## config.mk

```make
export PLATFORM = sky130hd
export DESIGN_NAME = aud_top
export DESIGN_NICKNAME = d
export VERILOG_FILES = /design/src/logic/aud_pkg.sv /design/src/logic/aud_ctrl.sv /design/src/logic/aud_capture.sv /design/src/logic/aud_sample_ram.sv /design/src/logic/aud_rate_gen.sv /design/src/logic/aud_interp.sv /design/src/logic/aud_top.sv
export VERILOG_INCLUDE_DIRS = /design/src /design/src/include
export SDC_FILE = /design/constraint.sdc
export NUM_CORES = 2
export LEC_CHECK = 0
export BUFFER_PORTS_ARGS = -buffer_cell sky130_fd_sc_hd__buf_2
export CAP_MARGIN = 10
export CORE_ASPECT_RATIO = 0.7
export CORE_MARGIN = 4
export CORE_UTILIZATION = 45
export DETAILED_ROUTE_END_ITERATION = 16
export HOLD_SLACK_MARGIN = 0.03
export PLACE_DENSITY_LB_ADDON = 0.12
export REMOVE_ABC_BUFFERS = 1
export SLEW_MARGIN = 5
export SYNTH_ARGS = -nofsm -noshare
export SYNTH_HDL_FRONTEND = slang
export SYNTH_SLANG_ARGS = --single-unit
```

## constraint.sdc

```tcl
create_clock -name i_clk -period 6.55 [get_ports i_clk]
set_input_delay 0.655 -clock i_clk [delete_from_list [all_inputs] [get_ports i_clk]]
set_output_delay 0.655 -clock i_clk [all_outputs]
set_load 0.01 [all_outputs]
```

## src/include/aud_macros.svh

```systemverilog
`ifndef AUD_MACROS_SVH
`define AUD_MACROS_SVH

// bits per audio sample
`define AUD_SAMPLE_W 16

// sample memory addressing
`define AUD_ADDR_W 6

// words in the sample memory
// always a full power of two of the address width
`define AUD_MEM_DEPTH (1 << `AUD_ADDR_W)

// speed exponent width
// covers speeds 1, 2, 4 and 8
`define AUD_SHIFT_W 2

`endif

```

## src/logic/aud_pkg.sv

```systemverilog
`default_nettype none

`include "aud_macros.svh"

package aud_pkg;

	// recorder states, i2c init state not present
	typedef enum logic [2:0] {
		st_idle,
		st_rec,
		st_rec_pause,
		st_play,
		st_play_pause
	} aud_state_e;

	// signed pcm word
	typedef logic signed [`AUD_SAMPLE_W-1:0] sample_t;

	// memory address
	typedef logic [`AUD_ADDR_W-1:0] addr_t;

	// one extra bit so a full memory fits
	typedef logic [`AUD_ADDR_W:0] len_t;

	// speed exponent
	typedef logic [`AUD_SHIFT_W-1:0] shift_t;

	// slow play fraction, up to 2^max_shift - 1
	typedef logic [(1 << `AUD_SHIFT_W) - 2:0] wgt_t;

endpackage

`default_nettype wire

```

## src/logic/aud_ctrl.sv

```systemverilog
`default_nettype none

module aud_ctrl (
	input  logic                i_clk,
	input  logic                i_rst_n,
	input  logic                i_start,
	input  logic                i_pause,
	input  logic                i_stop,
	input  logic                i_play_mode,
	input  logic                i_full,
	input  logic                i_end,
	output aud_pkg::aud_state_e o_state
);

	import aud_pkg::*;

	aud_state_e state_r, state_w;

	assign o_state = state_r;

	// transition table
	always_comb begin
		state_w = state_r;
		case (state_r)
			st_idle: begin
				// play mode level picks the direction
				if (i_start) begin
					state_w = i_play_mode ? st_play : st_rec;
				end
			end
			st_rec: begin
				// pause wins over stop
				if (i_pause) begin
					state_w = st_rec_pause;
				end else if (i_stop) begin
					state_w = st_idle;
				end
				// memory filled, auto stop
				if (i_full) begin
					state_w = st_idle;
				end
			end
			st_rec_pause: begin
				if (i_start) begin
					state_w = st_rec;
				end else if (i_stop) begin
					state_w = st_idle;
				end
			end
			st_play: begin
				if (i_pause) begin
					state_w = st_play_pause;
				end else if (i_stop) begin
					state_w = st_idle;
				end
				// last position reached
				if (i_end) begin
					state_w = st_idle;
				end
			end
			st_play_pause: begin
				if (i_start) begin
					state_w = st_play;
				end else if (i_stop) begin
					state_w = st_idle;
				end
			end
			default: begin
				state_w = st_idle;
			end
		endcase
	end

	always_ff @(posedge i_clk or negedge i_rst_n) begin
		if (!i_rst_n) begin
			state_r <= st_idle;
		end else begin
			state_r <= state_w;
		end
	end

endmodule

`default_nettype wire

```

## src/logic/aud_capture.sv

```systemverilog
`default_nettype none

`include "aud_macros.svh"

module aud_capture (
	input  logic                i_clk,
	input  logic                i_rst_n,
	input  aud_pkg::aud_state_e i_state,
	input  logic                i_adc_valid,
	input  aud_pkg::sample_t    i_adc_data,
	output logic                o_wr_en,
	output aud_pkg::addr_t      o_wr_addr,
	output aud_pkg::sample_t    o_wr_data,
	output aud_pkg::len_t       o_len,
	output logic                o_full
);

	import aud_pkg::*;

	aud_state_e state_q;
	len_t       len_r;
	len_t       cur_len;
	logic       fresh;
	logic       accept;

	// first record cycle after idle starts over at address 0
	assign fresh   = (i_state == st_rec) && (state_q == st_idle);
	assign cur_len = fresh ? '0 : len_r;

	// length doubles as next write address
	assign o_full = (cur_len == len_t'(`AUD_MEM_DEPTH));
	assign accept = i_adc_valid && (i_state == st_rec) && !o_full;
	assign o_len  = len_r;

	always_ff @(posedge i_clk or negedge i_rst_n) begin
		if (!i_rst_n) begin
			state_q <= st_idle;
			len_r   <= '0;
			o_wr_en <= 1'b0;
		end else begin
			state_q <= i_state;
			o_wr_en <= accept;
			// length moves with the write strobe
			len_r   <= accept ? cur_len + len_t'(1) : cur_len;
		end
	end

	always_ff @(posedge i_clk) begin
		if (accept) begin
			o_wr_addr <= addr_t'(cur_len);
			o_wr_data <= i_adc_data;
		end
	end

endmodule

`default_nettype wire

```

## src/logic/aud_sample_ram.sv

```systemverilog
`default_nettype none

module aud_sample_ram (
	input  logic             i_clk,
	input  logic             i_wr_en,
	input  aud_pkg::addr_t   i_wr_addr,
	input  aud_pkg::sample_t i_wr_data,
	input  logic             i_rd_en,
	input  aud_pkg::addr_t   i_rd_addr0,
	input  aud_pkg::addr_t   i_rd_addr1,
	input  aud_pkg::wgt_t    i_weight,
	input  aud_pkg::shift_t  i_shift,
	output logic             o_rd_valid,
	output aud_pkg::sample_t o_rd_data0,
	output aud_pkg::sample_t o_rd_data1,
	output aud_pkg::wgt_t    o_weight,
	output aud_pkg::shift_t  o_shift
);

	import aud_pkg::*;

	localparam int DEPTH = 2 ** $bits(addr_t);

	sample_t mem [DEPTH];

	// one write port, two registered read ports
	always_ff @(posedge i_clk) begin
		if (i_wr_en) begin
			mem[i_wr_addr] <= i_wr_data;
		end
		o_rd_valid <= i_rd_en;
		if (i_rd_en) begin
			o_rd_data0 <= mem[i_rd_addr0];
			o_rd_data1 <= mem[i_rd_addr1];
			// weight and shift ride along with the words
			o_weight   <= i_weight;
			o_shift    <= i_shift;
		end
	end

endmodule

`default_nettype wire

```

## src/logic/aud_rate_gen.sv

```systemverilog
`default_nettype none

module aud_rate_gen (
	input  logic                i_clk,
	input  logic                i_rst_n,
	input  aud_pkg::aud_state_e i_state,
	input  logic                i_dac_req,
	input  logic                i_fast,
	input  aud_pkg::shift_t     i_speed,
	input  aud_pkg::len_t       i_len,
	output logic                o_rd_en,
	output aud_pkg::addr_t      o_rd_addr0,
	output aud_pkg::addr_t      o_rd_addr1,
	output aud_pkg::wgt_t       o_weight,
	output aud_pkg::shift_t     o_shift,
	output logic                o_end
);

	import aud_pkg::*;

	localparam int WW = $bits(wgt_t);

	len_t        p_r;
	wgt_t        k_r;
	len_t        p_next;
	wgt_t        k_next;
	len_t        p_plus1;
	len_t        last_addr;
	len_t        rd1;
	logic [WW:0] k_span;
	logic        accept;

	// requests outside play are dropped
	assign accept = i_dac_req && (i_state == st_play);

	// 2^s requests per sample in slow play
	assign k_span    = {{WW{1'b0}}, 1'b1} << i_speed;
	assign p_plus1   = p_r + len_t'(1);
	assign last_addr = i_len - len_t'(1);

	always_comb begin
		if (i_fast) begin
			// skip ahead by 2^s, no fraction
			p_next = p_r + (len_t'(1) << i_speed);
			k_next = '0;
			rd1    = p_r;
		end else begin
			// clamp neighbour to the last recorded word
			rd1 = (p_plus1 >= i_len) ? last_addr : p_plus1;
			if (k_r == wgt_t'(k_span - 1'b1)) begin
				p_next = p_plus1;
				k_next = '0;
			end else begin
				p_next = p_r;
				k_next = k_r + wgt_t'(1);
			end
		end
	end

	// combinational so ctrl leaves play right after the last read
	assign o_end = accept && (p_next >= i_len);

	always_ff @(posedge i_clk or negedge i_rst_n) begin
		if (!i_rst_n) begin
			p_r     <= '0;
			k_r     <= '0;
			o_rd_en <= 1'b0;
		end else begin
			o_rd_en <= accept;
			// idle rewinds, pauses keep position
			if (i_state == st_idle) begin
				p_r <= '0;
				k_r <= '0;
			end else if (accept) begin
				p_r <= p_next;
				k_r <= k_next;
			end
		end
	end

	always_ff @(posedge i_clk) begin
		if (accept) begin
			o_rd_addr0 <= addr_t'(p_r);
			o_rd_addr1 <= addr_t'(rd1);
			// fast play never interpolates
			o_weight   <= i_fast ? '0 : k_r;
			o_shift    <= i_fast ? '0 : i_speed;
		end
	end

endmodule

`default_nettype wire

```

## src/logic/aud_interp.sv

```systemverilog
`default_nettype none

module aud_interp (
	input  logic             i_clk,
	input  logic             i_rst_n,
	input  logic             i_interp,
	input  logic             i_valid,
	input  aud_pkg::sample_t i_data0,
	input  aud_pkg::sample_t i_data1,
	input  aud_pkg::wgt_t    i_weight,
	input  aud_pkg::shift_t  i_shift,
	output logic             o_dac_valid,
	output aud_pkg::sample_t o_dac_data
);

	import aud_pkg::*;

	localparam int SW = $bits(sample_t);
	localparam int WW = $bits(wgt_t);
	// room for diff times weight plus sign
	localparam int PW = SW + WW + 2;

	logic signed [SW:0]   diff;
	logic signed [PW-1:0] prod;
	logic signed [PW-1:0] scaled;
	logic signed [PW-1:0] mixed;
	sample_t              result;

	// step toward the neighbour
	assign diff = i_data1 - i_data0;

	// weight is unsigned, zero extend before the signed multiply
	assign prod = diff * $signed({1'b0, i_weight});

	// divide by speed, arithmetic shift keeps sign
	assign scaled = prod >>> i_shift;
	assign mixed  = scaled + i_data0;

	// weight is 0 in fast play so the sum already holds there
	// result lies between the two words, truncation is lossless
	assign result = i_interp ? sample_t'(mixed) : i_data0;

	always_ff @(posedge i_clk or negedge i_rst_n) begin
		if (!i_rst_n) begin
			o_dac_valid <= 1'b0;
		end else begin
			o_dac_valid <= i_valid;
		end
	end

	always_ff @(posedge i_clk) begin
		if (i_valid) begin
			o_dac_data <= result;
		end
	end

endmodule

`default_nettype wire

```

## src/logic/aud_top.sv

```systemverilog
`default_nettype none

module aud_top (
	input  logic                i_clk,
	input  logic                i_rst_n,
	input  logic                i_start,
	input  logic                i_pause,
	input  logic                i_stop,
	input  logic                i_play_mode,
	input  logic                i_fast,
	input  logic                i_interp,
	input  aud_pkg::shift_t     i_speed,
	input  logic                i_adc_valid,
	input  aud_pkg::sample_t    i_adc_data,
	input  logic                i_dac_req,
	output logic                o_dac_valid,
	output aud_pkg::sample_t    o_dac_data,
	output aud_pkg::aud_state_e o_state,
	output aud_pkg::len_t       o_len
);

	import aud_pkg::*;

	// control
	aud_state_e state;
	logic       full;
	logic       rg_end;

	// record side
	logic    wr_en;
	addr_t   wr_addr;
	sample_t wr_data;

	// rate generator to memory
	logic   rd_en;
	addr_t  rd_addr0;
	addr_t  rd_addr1;
	wgt_t   rg_weight;
	shift_t rg_shift;

	// memory to output stage
	logic    rd_valid;
	sample_t rd_data0;
	sample_t rd_data1;
	wgt_t    ram_weight;
	shift_t  ram_shift;

	assign o_state = state;

	aud_ctrl i_aud_ctrl (
		.i_clk       (i_clk),
		.i_rst_n     (i_rst_n),
		.i_start     (i_start),
		.i_pause     (i_pause),
		.i_stop      (i_stop),
		.i_play_mode (i_play_mode),
		.i_full      (full),
		.i_end       (rg_end),
		.o_state     (state)
	);

	aud_capture i_aud_capture (
		.i_clk       (i_clk),
		.i_rst_n     (i_rst_n),
		.i_state     (state),
		.i_adc_valid (i_adc_valid),
		.i_adc_data  (i_adc_data),
		.o_wr_en     (wr_en),
		.o_wr_addr   (wr_addr),
		.o_wr_data   (wr_data),
		.o_len       (o_len),
		.o_full      (full)
	);

	aud_sample_ram i_aud_sample_ram (
		.i_clk      (i_clk),
		.i_wr_en    (wr_en),
		.i_wr_addr  (wr_addr),
		.i_wr_data  (wr_data),
		.i_rd_en    (rd_en),
		.i_rd_addr0 (rd_addr0),
		.i_rd_addr1 (rd_addr1),
		.i_weight   (rg_weight),
		.i_shift    (rg_shift),
		.o_rd_valid (rd_valid),
		.o_rd_data0 (rd_data0),
		.o_rd_data1 (rd_data1),
		.o_weight   (ram_weight),
		.o_shift    (ram_shift)
	);

	aud_rate_gen i_aud_rate_gen (
		.i_clk      (i_clk),
		.i_rst_n    (i_rst_n),
		.i_state    (state),
		.i_dac_req  (i_dac_req),
		.i_fast     (i_fast),
		.i_speed    (i_speed),
		.i_len      (o_len),
		.o_rd_en    (rd_en),
		.o_rd_addr0 (rd_addr0),
		.o_rd_addr1 (rd_addr1),
		.o_weight   (rg_weight),
		.o_shift    (rg_shift),
		.o_end      (rg_end)
	);

	aud_interp i_aud_interp (
		.i_clk       (i_clk),
		.i_rst_n     (i_rst_n),
		.i_interp    (i_interp),
		.i_valid     (rd_valid),
		.i_data0     (rd_data0),
		.i_data1     (rd_data1),
		.i_weight    (ram_weight),
		.i_shift     (ram_shift),
		.o_dac_valid (o_dac_valid),
		.o_dac_data  (o_dac_data)
	);

endmodule

`default_nettype wire

```

==> reports/results.txt <==
outcome: finished with violations
failing checks: negative setup slack
critical path required time: 7.00 ns
Peak VDD IR: 242 uV
max-cap violation count: 0
worst slew pin tran: 1.16 ns
largest cells by area after synthesis: edfxtp_1, mux4_2, ha_1, dfrtp_1, nor2_1
critical path depth in cells: 32
Compound-Gate Fraction of Synth Area: 0.0216
Routed wire per std cell: 34.2 um
routability congestion estimate: 0.868
power density cells: 323 nW/um^2
reg2reg path depth: 32
EDFF count, synth: 1116
Crit. Startpoint: i_aud_sample_ram.o_rd_data0[0]
synthesized flop and latch total: 1143
largest net degree at the start of global routing: 114
drt drc: 0
launch point of the worst reg-to-reg path: i_aud_sample_ram.o_rd_data0[0]
RR Endpoint: i_aud_interp.o_dac_data[15]
Setup crit start kind: register
Clock Skew: 0.0306 ns
CP bufs+invs: 5
Die Y: 303 um
Fill cells: 9678
Synth async-reset ratio: 0.0227
detail-routed via count per cell: 6.40
H-tree depth reported by CTS: 3
min cycle time layout: 6.56 ns
worst setup path end: i_aud_interp.o_dac_data[15]
Max Root-Sink Buffers: 3
fmax: 0.152 GHz
CTS clk-pin slew, worst paths: 0.07 ns
global-route wire length before repair: 233000 um
Initial Utilization: 0.456
top-area cell type share of the netlist area: 0.600
slowest CP cell: fa_1
crit-path leading delay family: adder cells
Slew Viols, Final: 0
XOR/XNOR Fraction of Synth Area: 0.00967
Die ar.: 130000 sq um
clock sinks: 1143
Top Ports: 55
row cnt: 107
largest area contributor in the netlist: edfxtp_1
antenna viol nets, final: 0
post-synthesis sequential area ratio: 0.612
Global Route Usage Sum: 0.253
via count: 30471
Root Driver: clkbuf_16
gr ovfl total: 0
LEAKAGE: 20.6 nW
critical path peak fanout: 4
synth unique cells: 83
vias in the first global route: 31785
Initial DRT Pass Iterations: 5
Routed Wire Length: 163000 um
Post-Syn Area: 55900 sq um
final std cells w/o fill: 4762
average size of a mapped cell: 19.7 sq um
RSZ-0062 raised after global routing: true
Worst-Skew Late Latency: 0.74 ns
final setup fails: 1
Place WS: -0.276 ns
CP arrival: 7.01 ns
Setup Crit Path Kind: reg -> reg
largest family of logic cells by synthesized area: multiplexers
critical path capture point type: register
P&R area growth vs syn: 13.5%
die span in x: 429 um
IO Port Bufs: 54
reg2reg setup slack: -0.01 ns
Num CTS Buffers: 113
Mapped Cells: 2839
final worst setup slack: -0.0116 ns
area share of fa/ha/maj cells after synthesis: 0.0272
slew margin rel.: 0.225
DP Cell Count: 4521
HP Class: in -> reg
final period utilization: 1.00
initial antenna violation count: 13
Final Hold Fails: 0
warnings from Yosys: 0
CP peak stage delay: 0.49 ns
CTS tree: done
mux contribution to synthesized area: 0.277
Synth Area in Simple Gates: 0.0325
Final nets: 3159
Most used DFF post-synth: edfxtp_1
hpwl dp: 101000 um
Core Area: 122000 sq um
DRT iter0 DRCs: 3785
share of cells above drive strength 1: 0.401
-- cell usage in the layout (no fill, tap or decap), drive strengths merged, types with 18 or more instances in the layout --
cell type / n
a21o: 24
nor2b: 20
a21oi: 48
mux2i: 24
xnor2: 40
inv: 101
mux4: 673
xor2: 20
clkbuf: 134
dfrtp: 26
nand3: 33
and2: 40
o21ai: 44
nor3: 18
ha: 91
edfxtp: 1116
nor2: 116
clkinv: 54
buf: 247
nand2: 79
fa: 19
-- layer usage --
metal	track usage	wire (um)
met5	0	13
met4	0.0625	3840
met3	0.0663	16400
met2	0.389	75100
met1	0.366	67300
-- stage by stage --
stage               setup TNS, ns  total power, mW  hold WS, ns  area (sq um)  utilization
floorplan                 -165.07             12.0        0.359         55100            -
detailed placement         -0.276             13.6        0.405         59200        0.483
CTS                             0             20.3       0.0309         63100        0.515
finish                    -0.0116             20.5       0.0881         63400        0.518
global route               -0.286             21.4       0.0557         63400        0.518
global placement           -0.157             13.5        0.402         59200        0.483
-- cells in the mapped netlist (8+ instances only) --
cell type     n
nand2_1      78
and2_1       39
edfxtp_1   1116
clkbuf_1    106
nor3_1       18
buf_1        32
nor2_1      116
fa_1         19
xnor2_1      38
ha_1         91
and3_1       12
buf_2        42
o21ai_0      41
a211oi_1      8
mux4_2      673
dfrtp_1      26
nand2b_1     10
a21oi_1      47
mux2i_1      24
xor2_1       20
nor2b_1      18
nand3_1      33
a21o_1       23
inv_1        94
-- logic make-up after synthesis --
| family | count (synthesis) |
|---|---|
| flops | 1143 |
| mux | 703 |
| simple gates | 367 |
| buf+inv | 281 |
| compound gates | 175 |
| fa+ha+maj | 110 |
| xor+xnor | 60 |
-- flip-flops by register name (all words and copies together) (netlist names) --
register / count
i_aud_capture.o_len: 7
i_aud_capture.o_wr_addr: 6
i_aud_capture.o_wr_data: 16
i_aud_capture.o_wr_en: 1
i_aud_capture.state_q: 3
i_aud_ctrl.o_state: 3
i_aud_interp.o_dac_data: 16
i_aud_interp.o_dac_valid: 1
i_aud_rate_gen.k_r: 3
i_aud_rate_gen.o_rd_addr0: 6
i_aud_rate_gen.o_rd_addr1: 6
i_aud_rate_gen.o_rd_en: 1
i_aud_rate_gen.o_shift: 2
i_aud_rate_gen.o_weight: 3
i_aud_rate_gen.p_r: 7
i_aud_sample_ram.mem: 1024
i_aud_sample_ram.o_rd_data0: 16
i_aud_sample_ram.o_rd_data1: 16
i_aud_sample_ram.o_rd_valid: 1
i_aud_sample_ram.o_shift: 2
i_aud_sample_ram.o_weight: 3
-- how the worst min path moves through the flow --
| stage | from | endpoint | slack, ns | cells past startpoint |
|---|---|---|---|---|
| 2_1_floorplan | i_rst_n | i_aud_capture.o_len[0] | 0.36 | 0 |
| 3_3_place_gp | i_aud_rate_gen.o_shift[1] | i_aud_sample_ram.o_shift[1] | 0.40 | 0 |
| 3_5_place_dp | i_aud_rate_gen.o_shift[1] | i_aud_sample_ram.o_shift[1] | 0.40 | 0 |
| 4_1_cts | i_adc_data[4] | i_aud_capture.o_wr_data[4] | 0.03 | 1 |
| 5_1_grt | i_adc_data[4] | i_aud_capture.o_wr_data[4] | 0.06 | 1 |
| 6_report | i_adc_data[4] | i_aud_capture.o_wr_data[4] | 0.09 | 1 |
-- what timing repair did --
item | CTS | global route
hold endpoints to repair | 30 | 0
resized for setup | 24 | 61
buffers inserted | 5 | 11
pin swaps | 18 | 35
setup endpoints to repair | 1 | 4
hold buffers | 5 | 0
-- area by class of cell --
type | count | area (sq um) | share of cell area
clock buffers | 134 | 2920 | 0.0460
repair buffers | 252 | 1910 | 0.0302
inverters | 96 | 360 | 0.00568
multi-input cells | 1415 | 21200 | 0.334
flip-flops and latches | 1143 | 34200 | 0.539
clock inverters | 81 | 798 | 0.0126
well taps | 1635 | 2050 | 0.0323
diodes | 6 | 15.0 | 0.000237
-- power breakdown --
group / internal (mW) / switching (mW)
Combinational: 2.50 / 2.94
Clock: 3.64 / 2.91
Sequential: 8.34 / 0.151
Total: 14.5 / 6.01
-- worst register-to-register path, delay by kind of cell (launching register included) --
| family | cells | cell delay [ns] |
|---|---|---|
| adders and majority gates | 6 | 1.92 |
| AOI/OAI and AO/OA | 6 | 1.30 |
| DFF | 1 | 0.40 |
| buffers and inverters | 5 | 0.52 |
| muxes | 2 | 0.35 |
| xor gates and xnor gates | 1 | 0.14 |
| and+or+nand+nor | 12 | 1.67 |
Power figures use the tool's default switching activity.
